File: src/verilog/fp_pkg.sv
// Floating-point adder shared types
package fp_pkg;

    // Binary32 field widths
    localparam int EXP_BITS = 8;                    // Biased exponent field
    localparam int SIG_BITS = 23;                   // Stored fraction field, hidden bit excluded
    localparam int EXP_BIAS = 127;                  // Exponent bias, 2*bias+1 is the all-ones code

    // Working significand is hidden bit, fraction, then guard, round and sticky
    localparam int WORK_BITS = SIG_BITS + 4;

    // External operand and result word, bit order matches the IEEE encoding
    typedef struct packed {
        logic                sign;                  // Sign bit, set for negative
        logic [EXP_BITS-1:0] exp;                   // Biased exponent
        logic [SIG_BITS-1:0] frac;                  // Fraction without hidden bit
    } fp_word_t;

    // Stage 1 output, raw significand sum before normalization
    typedef struct packed {
        logic                 sign;                 // Sign of the larger operand
        logic [EXP_BITS-1:0]  exp;                  // Larger exponent, denormals read as 1
        logic                 carry;                // Carry out of the significand adder
        logic [WORK_BITS-1:0] sig;                  // Sum with guard, round and sticky
    } sum_t;

    // Stage 2 output, significand with the leading one at the top
    typedef struct packed {
        logic                 sign;                 // Result sign
        logic [EXP_BITS-1:0]  exp;                  // Adjusted exponent, zero for a denormal
        logic [WORK_BITS-1:0] sig;                  // Normalized significand with GRS bits
    } norm_t;

    // Bit positions inside the working significand
    localparam int HID_POS   = WORK_BITS - 1;       // Hidden bit
    localparam int LSB_POS   = 3;                   // Lowest kept fraction bit
    localparam int GUARD_POS = 2;                   // First bit below the fraction
    localparam int ROUND_POS = 1;                   // Second bit below the fraction
    localparam int STKY_POS  = 0;                   // OR of everything further down

    // All-ones exponent marks infinity
    localparam int EXP_MAX = 2 * EXP_BIAS + 1;

endpackage
File: src/verilog/fp_add_top.sv
// Pipelined binary32 adder
`timescale 1ns/100ps

module fp_add_top
    import fp_pkg::*;
(
    input  logic     clk,                           // Pipeline clock
    input  logic     arst_n,                        // Asynchronous reset, active low
    input  logic     in_valid,                      // One-cycle request strobe
    input  fp_word_t a,                             // First operand
    input  fp_word_t b,                             // Second operand
    input  logic     sub,                           // Set for a minus b
    output logic     out_valid,                     // Result strobe, three cycles after in_valid
    output fp_word_t result                         // Rounded binary32 result
);

    logic  sum_valid;                               // Stage 1 to stage 2 strobe
    sum_t  sum;                                     // Aligned significand sum
    logic  norm_valid;                              // Stage 2 to stage 3 strobe
    norm_t norm;                                    // Normalized value before rounding

    // Stage 1, unpack, align and add
    fp_align_add u_align_add (
        .clk       (clk),
        .arst_n    (arst_n),
        .in_valid  (in_valid),
        .a         (a),
        .b         (b),
        .sub       (sub),
        .sum_valid (sum_valid),
        .sum       (sum)
    );

    // Stage 2, shift the leading one to the hidden bit
    normalize u_normalize (
        .clk        (clk),
        .arst_n     (arst_n),
        .sum_valid  (sum_valid),
        .sum        (sum),
        .norm_valid (norm_valid),
        .norm       (norm)
    );

    // Stage 3, round to nearest even and pack
    fp_round_pack u_round_pack (
        .clk        (clk),
        .arst_n     (arst_n),
        .norm_valid (norm_valid),
        .norm       (norm),
        .out_valid  (out_valid),
        .result     (result)
    );

    // Each stage adds one register, so a request takes three cycles
    // and up to three operations are in flight at once

endmodule

File: src/verilog/fp_round_pack.sv
// FP adder stage 3, round and pack
`timescale 1ns/100ps

module fp_round_pack
    import fp_pkg::*;
(
    input  logic     clk,                           // Pipeline clock
    input  logic     arst_n,                        // Asynchronous reset, active low
    input  logic     norm_valid,                    // Strobe from stage 2
    input  norm_t    norm,                          // Normalized significand and exponent
    output logic     out_valid,                     // Strobe for the packed result
    output fp_word_t result                         // Packed binary32 result
);

    logic                round_up;                  // Increment the kept significand
    logic [SIG_BITS+1:0] rounded;                   // Carry, hidden bit and fraction after rounding
    logic [EXP_BITS:0]   exp_r;                     // Exponent with room for overflow
    logic [SIG_BITS-1:0] frac_r;                    // Fraction after renormalization
    fp_word_t            res_d;                     // Next value of the result register

    // Nearest even, above half or exactly half with an odd kept LSB
    assign round_up = norm.sig[GUARD_POS] &
                      (norm.sig[ROUND_POS] | norm.sig[STKY_POS] | norm.sig[LSB_POS]);

    assign rounded = {1'b0, norm.sig[HID_POS:LSB_POS]} + (SIG_BITS+2)'(round_up);

    always_comb begin
        exp_r  = {1'b0, norm.exp};
        frac_r = rounded[SIG_BITS-1:0];
        if (rounded[SIG_BITS+1]) begin
            exp_r  = exp_r + 1'b1;                  // Rounding carried past the hidden bit
            frac_r = rounded[SIG_BITS:1];
        end else if (norm.exp == '0 && rounded[SIG_BITS]) begin
            exp_r = (EXP_BITS+1)'(1);               // Denormal rounded up into the normal range
        end

        res_d.sign = norm.sign;
        if (exp_r >= (EXP_BITS+1)'(EXP_MAX)) begin
            res_d.exp  = '1;                        // Saturate to infinity
            res_d.frac = '0;
        end else begin
            res_d.exp  = exp_r[EXP_BITS-1:0];
            res_d.frac = frac_r;
        end
    end

    // Output register, loads only on a valid normalized value
    always_ff @(posedge clk or negedge arst_n) begin
        if (!arst_n) begin
            out_valid <= 1'b0;
            result    <= '0;
        end else begin
            out_valid <= norm_valid;
            if (norm_valid) begin
                result <= res_d;
            end
        end
    end

endmodule

File: src/verilog/normalize.sv
// FP adder stage 2, normalization
`timescale 1ns/100ps

module normalize
    import fp_pkg::*;
(
    input  logic  clk,                              // Pipeline clock
    input  logic  arst_n,                           // Asynchronous reset, active low
    input  logic  sum_valid,                        // Strobe from stage 1
    input  sum_t  sum,                              // Raw sum from stage 1
    output logic  norm_valid,                       // Strobe for the registered result
    output norm_t norm                              // Normalized significand and exponent
);

    logic [4:0]           first_one;                // Index of the leading one in the sum
    logic [EXP_BITS-1:0]  norm_shift;               // Left shift distance after clamping
    logic [WORK_BITS-1:0] shifted;                  // Significand after the left shift
    norm_t                norm_d;                   // Next value of the norm register

    find_first_1 #(
        .WIDTH (WORK_BITS)
    ) u_ff1 (
        .vec (sum.sig),
        .pos (first_one)
    );

    always_comb begin
        norm_d.sign = sum.sign;
        norm_shift  = '0;
        shifted     = sum.sig;
        if (sum.carry) begin
            // Carry out, one step right and the dropped bit joins sticky
            norm_d.sig = {1'b1, sum.sig[WORK_BITS-1:2], sum.sig[1] | sum.sig[0]};
            norm_d.exp = sum.exp + 1'b1;
        end else if (sum.sig == '0) begin
            norm_d.sig = sum.sig;                   // Zero result
            norm_d.exp = '0;
        end else if (sum.exp == EXP_BITS'(1) && !sum.sig[HID_POS]) begin
            norm_d.sig = sum.sig;                   // Already at the bottom, stays denormal
            norm_d.exp = '0;
        end else begin
            // Move the leading one to the top as far as the exponent allows
            norm_shift = EXP_BITS'(WORK_BITS - 1) - EXP_BITS'(first_one);
            if (norm_shift >= sum.exp) begin
                norm_shift = sum.exp - 1'b1;        // Stop at exponent one
            end
            shifted    = sum.sig << norm_shift;
            norm_d.sig = shifted;
            // A clamped shift that leaves the top bit clear encodes as a denormal
            norm_d.exp = shifted[HID_POS] ? sum.exp - norm_shift : '0;
        end
    end

    // Output register, loads only on a valid sum
    always_ff @(posedge clk or negedge arst_n) begin
        if (!arst_n) begin
            norm_valid <= 1'b0;
            norm       <= '0;
        end else begin
            norm_valid <= sum_valid;
            if (sum_valid) begin
                norm <= norm_d;
            end
        end
    end

endmodule

File: src/verilog/fp_align_add.sv
// FP adder align and add stage
`timescale 1ns/100ps

module fp_align_add
    import fp_pkg::*;
(
    input  logic     clk,                           // Pipeline clock
    input  logic     arst_n,                        // Asynchronous reset, active low
    input  logic     in_valid,                      // One-cycle request strobe
    input  fp_word_t a,                             // First operand
    input  fp_word_t b,                             // Second operand
    input  logic     sub,                           // Set for a minus b
    output logic     sum_valid,                     // Strobe for the registered sum
    output sum_t     sum                            // Registered significand sum
);

    logic [EXP_BITS-1:0]  a_exp, b_exp;             // Effective exponents, denormals as 1
    logic [WORK_BITS-1:0] a_sig, b_sig;             // Significands with hidden bit and GRS room
    logic                 b_sign;                   // Sign of b after the operation bit
    logic                 a_big;                    // Operand a has the larger magnitude
    logic                 big_sign;
    logic [EXP_BITS-1:0]  big_exp, small_exp;
    logic [WORK_BITS-1:0] big_sig, small_sig;
    logic [EXP_BITS-1:0]  exp_diff;                 // Alignment shift distance
    logic [WORK_BITS-1:0] shifted;                  // Smaller significand after the shift
    logic [WORK_BITS-1:0] lost_mask;                // Bits that fall off the right end
    logic                 sticky;                   // OR of the lost bits
    logic [WORK_BITS-1:0] aligned;                  // Shifted significand with sticky folded in
    logic                 eff_sub;                  // Signs differ so magnitudes subtract
    logic [WORK_BITS:0]   raw;                      // Adder output including carry
    sum_t                 sum_d;                    // Next value of the sum register

    // A zero exponent has no hidden bit and reads as exponent one
    assign a_exp  = (a.exp == '0) ? EXP_BITS'(1) : a.exp;
    assign b_exp  = (b.exp == '0) ? EXP_BITS'(1) : b.exp;
    assign a_sig  = {a.exp != '0, a.frac, 3'b000};  // Hidden bit, fraction, empty GRS
    assign b_sig  = {b.exp != '0, b.frac, 3'b000};
    assign b_sign = b.sign ^ sub;                   // Subtraction is addition of a negated b

    // Exponent and fraction together order like the magnitude
    assign a_big = {a.exp, a.frac} >= {b.exp, b.frac};

    // Put the larger magnitude on the big side
    assign big_sign  = a_big ? a.sign : b_sign;
    assign big_exp   = a_big ? a_exp  : b_exp;
    assign small_exp = a_big ? b_exp  : a_exp;
    assign big_sig   = a_big ? a_sig  : b_sig;
    assign small_sig = a_big ? b_sig  : a_sig;
    assign exp_diff  = big_exp - small_exp;         // Never negative after the swap

    // Right shift of the smaller significand with sticky collection
    always_comb begin
        if (exp_diff >= EXP_BITS'(WORK_BITS)) begin
            shifted   = '0;                         // Everything shifts out
            lost_mask = '1;
        end else begin
            shifted   = small_sig >> exp_diff;
            lost_mask = ({{(WORK_BITS-1){1'b0}}, 1'b1} << exp_diff) - 1'b1;
        end
        sticky  = |(small_sig & lost_mask);
        aligned = {shifted[WORK_BITS-1:1], shifted[0] | sticky};
    end

    assign eff_sub = a.sign ^ b_sign;

    // The big side is never smaller so the subtraction never borrows
    always_comb begin
        if (eff_sub) begin
            raw = {1'b0, big_sig} - {1'b0, aligned};
        end else begin
            raw = {1'b0, big_sig} + {1'b0, aligned};
        end
        sum_d.sign  = (eff_sub && raw == '0) ? 1'b0 : big_sign;   // Exact cancel gives +0
        sum_d.exp   = big_exp;
        sum_d.carry = raw[WORK_BITS];
        sum_d.sig   = raw[WORK_BITS-1:0];
    end

    // Output register that loads only on a request
    always_ff @(posedge clk or negedge arst_n) begin
        if (!arst_n) begin
            sum_valid <= 1'b0;
            sum       <= '0;
        end else begin
            sum_valid <= in_valid;                  // Strobe follows the request by one cycle
            if (in_valid) begin
                sum <= sum_d;
            end
        end
    end

endmodule

File: src/verilog/find_first_1.sv
// Leading-one position finder
`timescale 1ns/100ps

module find_first_1 #(
    parameter int WIDTH = 27                        // Search width, at most 32 bits
) (
    input  logic [WIDTH-1:0] vec,                   // Vector to search
    output logic [4:0]       pos                    // Index of the highest set bit
);

    logic found;                                    // A set bit was seen while scanning down

    // Scan from the top down and latch on the first one seen
    always_comb begin
        pos   = '0;                                 // Zero vector reports index zero
        found = 1'b0;
        for (int i = WIDTH - 1; i >= 0; i--) begin
            if (vec[i] && !found) begin
                pos   = 5'(i);                      // Highest set bit wins
                found = 1'b1;                       // Lower bits are ignored from here on
            end
        end
    end

    // The caller screens out an all-zero vector, so pos is only
    // meaningful when at least one bit is set. Bit 0 and an empty
    // vector both give zero here

endmodule

File: config.mk
export PLATFORM = sky130hd
export DESIGN_NAME = fp_add_top
export DESIGN_NICKNAME = d
export VERILOG_FILES = /design/src/verilog/fp_pkg.sv /design/src/verilog/fp_add_top.sv /design/src/verilog/fp_round_pack.sv /design/src/verilog/normalize.sv /design/src/verilog/fp_align_add.sv /design/src/verilog/find_first_1.sv
export SDC_FILE = /design/constraint.sdc
export NUM_CORES = 1
export LEC_CHECK = 0
export ABC_AREA = 1
export BUFFER_PORTS_ARGS = -buffer_cell sky130_fd_sc_hd__buf_4
export CAP_MARGIN = 20
export CORE_MARGIN = 10
export CORE_UTILIZATION = 45
export CTS_CLUSTER_SIZE = 25
export DETAILED_ROUTE_END_ITERATION = 8
export GPL_TIMING_DRIVEN = 0
export PLACE_DENSITY_LB_ADDON = 0.1
export SLEW_MARGIN = 20
export SYNTH_ARGS = -nofsm -noshare
export SYNTH_HDL_FRONTEND = slang
export SYNTH_HIERARCHICAL = 1
export SYNTH_SLANG_ARGS = --single-unit
File: constraint.sdc
create_clock -name clk -period 11.55 [get_ports clk]
set_input_delay 1.7325 -clock clk [delete_from_list [all_inputs] [get_ports clk]]
set_output_delay 1.7325 -clock clk [all_outputs]
set_load 0.005 [all_outputs]
==> results.yml <==
power_and_ir_drop:
  seq_power_share: 0.136
  swShare: 0.627
  p_int_w: 0.00217
  p_leak_nw: 9.04
  vdd_ir_drop_max_v: 0.000271
  p_sw_w: 0.00364
  p_comb_frac: 0.803
  clockPowerShare: 0.061
  power_density_nw_per_um2: 335
hold_path:
  hp-class: "reg -> reg"
  min_to: "u_round_pack/out_valid"
  min-delay-start: "u_normalize/norm_valid"
  whs_path_depth: 0
global_route:
  grt_busiest_layer: "met2"
  grtUsageMet3: 0.0334
  grt_max_degree: 109
  grtUsageMet1: 0.348
  grt_first_pass_wirelength_um: 98900
  grtUsageMet2: 0.499
  antenna_found_initial: 0
  track_usage: 0.295
  grt_overflow: 0
  grt_pass1_vias: 17939
final_layout:
  syn_to_final_growth_pct: 10.6
  drive_gt1_frac: 0.103
  design_area_um2: 17400
  finalCoreUtilization: 0.504
  diodes: 0
  fin_nets: 2975
route:
  vias: 18589
  drt-vias-per-instance: 5.67
  drt_iter0_markers: 1753
  drc_errors: 0
  drtPass1Iterations: 8
  final_antenna_net_count: 0
  drt_wl_total_um: 64000
  wl_per_cell_um: 19.5
setup_path:
  slowest_stage: "clkbuf_1"
  worstPathArrival_ns: 10.87
  worstSetupPathType: "in -> reg"
  reg2reg_depth: 31
  startpoint_type: "primary input"
  reg2reg_from: "u_align_add/sum[25]"
  worstPathMaxFanout: 10
  r2r_end: "u_normalize/norm[10]"
  r2r_slack_ns: 5.48
  critPathMaxStageDelay_ns: 0.57
  worst_path_most_repeated_cell: "nand2_1"
  end_kind: "flop"
  required_ns: 11.81
cts:
  cts.repair.resized: 0
  clock_tree.root_cell: "clkbuf_16"
  cts_max_path_buffers: 2
  cts_tree: "done"
  postCtsSetupBuffers: 0
  numCtsBuffers: 9
  cts.clk_slew.worst_paths_ns: 0.08
  htree_num_levels: 3
  cts_hold_buf: 0
  clock_sinks: 108
  clk_latency_ns: 0.38
synthesis:
  syn-cell-area_um2: 15700
  avgSynthCellArea_um2: 5.80
  async_flop_share: 1.00
  syn_nets: 2864
  seq_area_frac_synth: 0.172
  synth-seq-cells: 108
  synth_cell_types: 59
  synth-main-ff-cell: "dfrtp_1"
  synth_edf_count: 0
  netlist_instances: 2709
  yosys_warnings: 6
timing:
  tightest_slew_ns: 0.985
  hold_violations: 0
  min_period_ns: 10.61
  holdWs_ns: 0.482
  rsz0062_at_grt: "no"
  skew_ns: 0.0131
  max_freq_mhz: 94.2
  setup_viol: 0
  slew_violations: 0
  tns_ns: 0
  slew_headroom: 0.336
  post-route-period-util: 0.919
run:
  cap_viol_max_count: 0
floorplanning:
  die-height_um: 207
  core_area_um2: 34500
  start_util: 0.456
  die_area_um2: 42800
  io_pins: 101
  die_w_um: 207
  rows: 68
placed_design:
  portBuffers: 100
  dpl-instance-area_um2: 17000
  hpwl_um: 53100
  place_congestion: 1.06
status:
  status: "complete, no violations"
-- worst max-delay path by stage --
| stage | cells past startpoint | startpoint | end | slack [ns] |
|---|---|---|---|---|
| after floorplan | 59 | b[22] | u_align_add/sum[36] | 2.97 |
| after global placement | 60 | b[30] | u_align_add/sum[36] | 0.82 |
| after detailed placement | 60 | b[30] | u_align_add/sum[36] | 0.77 |
| after CTS | 60 | b[30] | u_align_add/sum[36] | 1.13 |
| after global routing | 61 | b[30] | u_align_add/sum[36] | 0.23 |
| final | 56 | b[30] | u_align_add/sum[36] | 0.94 |
-- layout make-up --
class	count	area, um^2
Fill cell	3731	17100
Inverter	322	1210
Buffer	98	498
Clock buffer	10	229
Timing Repair Buffer	100	757
Clock inverter	6	105
Multi-Input combinational cell	2181	11300
Tap cell	455	569
Sequential cell	108	2700
-- per-layer routing --
metal	wire length (um)	part of all wire	vias to the layer above
met5	0	0	-
met4	4650	0.073	0
met3	3950	0.062	181
met2	29900	0.47	775
met1	25400	0.40	8494
li1	-	-	9139
-- logic make-up after synthesis --
| kind of cell | share of synthesized area |
|---|---|
| DFF | 0.172 |
| xor gates and xnor gates | 0.0372 |
| AOI/OAI and AO/OA | 0.125 |
| adders and majority gates | 0.0703 |
| buffers and inverters | 0.109 |
| and+or+nand+nor | 0.486 |
-- Yosys cell counts (29+ instances only) --
cell type | n | share of area
a21oi_1 | 102 | 0.033
xnor2_1 | 29 | 0.016
clkbuf_1 | 48 | 0.011
ha_1 | 85 | 0.068
nor3_1 | 29 | 0.0092
nand3_1 | 383 | 0.12
nor2_1 | 251 | 0.060
dfrtp_1 | 108 | 0.17
xor2_1 | 34 | 0.019
inv_1 | 295 | 0.071
o21ai_0 | 160 | 0.051
nand2_1 | 806 | 0.19
nand4_1 | 63 | 0.025
-- sequential cells by signal (all words and copies together), names as in the netlist --
name / count
u_normalize/norm_valid: 1
u_round_pack/out_valid: 1
u_round_pack/result: 32
u_align_add/sum_valid: 1
u_normalize/norm: 36
u_align_add/sum: 37
-- critical path, delay by kind of cell --
kind,cells,cell delay [ns]
AO/OA/AOI/OAI,5,1.19
adder cells (fa/ha/maj),4,1.28
buffers and inverters,9,1.84
AND/OR/NAND/NOR,38,4.81
-- cells in the final DEF, fill, tap and decap left out, types with 10 or more instances in the layout --
cell / instances
nand3b_1: 22
buf_4: 109
nor4_1: 14
buf_1: 11
nand3_2: 15
nor2_1: 251
inv_1: 295
nor3_1: 29
nor2_2: 20
clkbuf_1: 49
o211ai_1: 15
xor2_1: 34
and2_1: 10
xnor2_1: 29
ha_1: 85
nand3_1: 383
dfrtp_1: 108
o21ai_1: 14
a21oi_1: 102
a31oi_1: 21
buf_2: 20
nand2_1: 806
inv_2: 24
nand4_1: 63
nand2_2: 21
o21ai_0: 160
-- power groups by stage --
stage / Combinational, W / Sequential (W) / Clock (W)
2_1_floorplan: 0.00321 / 0.000682 / 0
6_report: 0.00467 / 0.000790 / 0.000354
5_1_grt: 0.00509 / 0.000810 / 0.000375
4_1_cts: 0.00453 / 0.000787 / 0.000365
3_3_place_gp: 0.00452 / 0.000789 / 0
3_5_place_dp: 0.00451 / 0.000794 / 0
-- metrics by stage --
step	total power [W]	instances	setup slack, ns
floorplan	0.00390	2709	2.97
global placement	0.00531	3264	0.824
detailed placement	0.00530	3264	0.770
CTS	0.00568	3280	1.13
global route	0.00628	3280	0.233
finish	0.00581	3280	0.939
No activity file was read; power rests on OpenSTA's default activity.
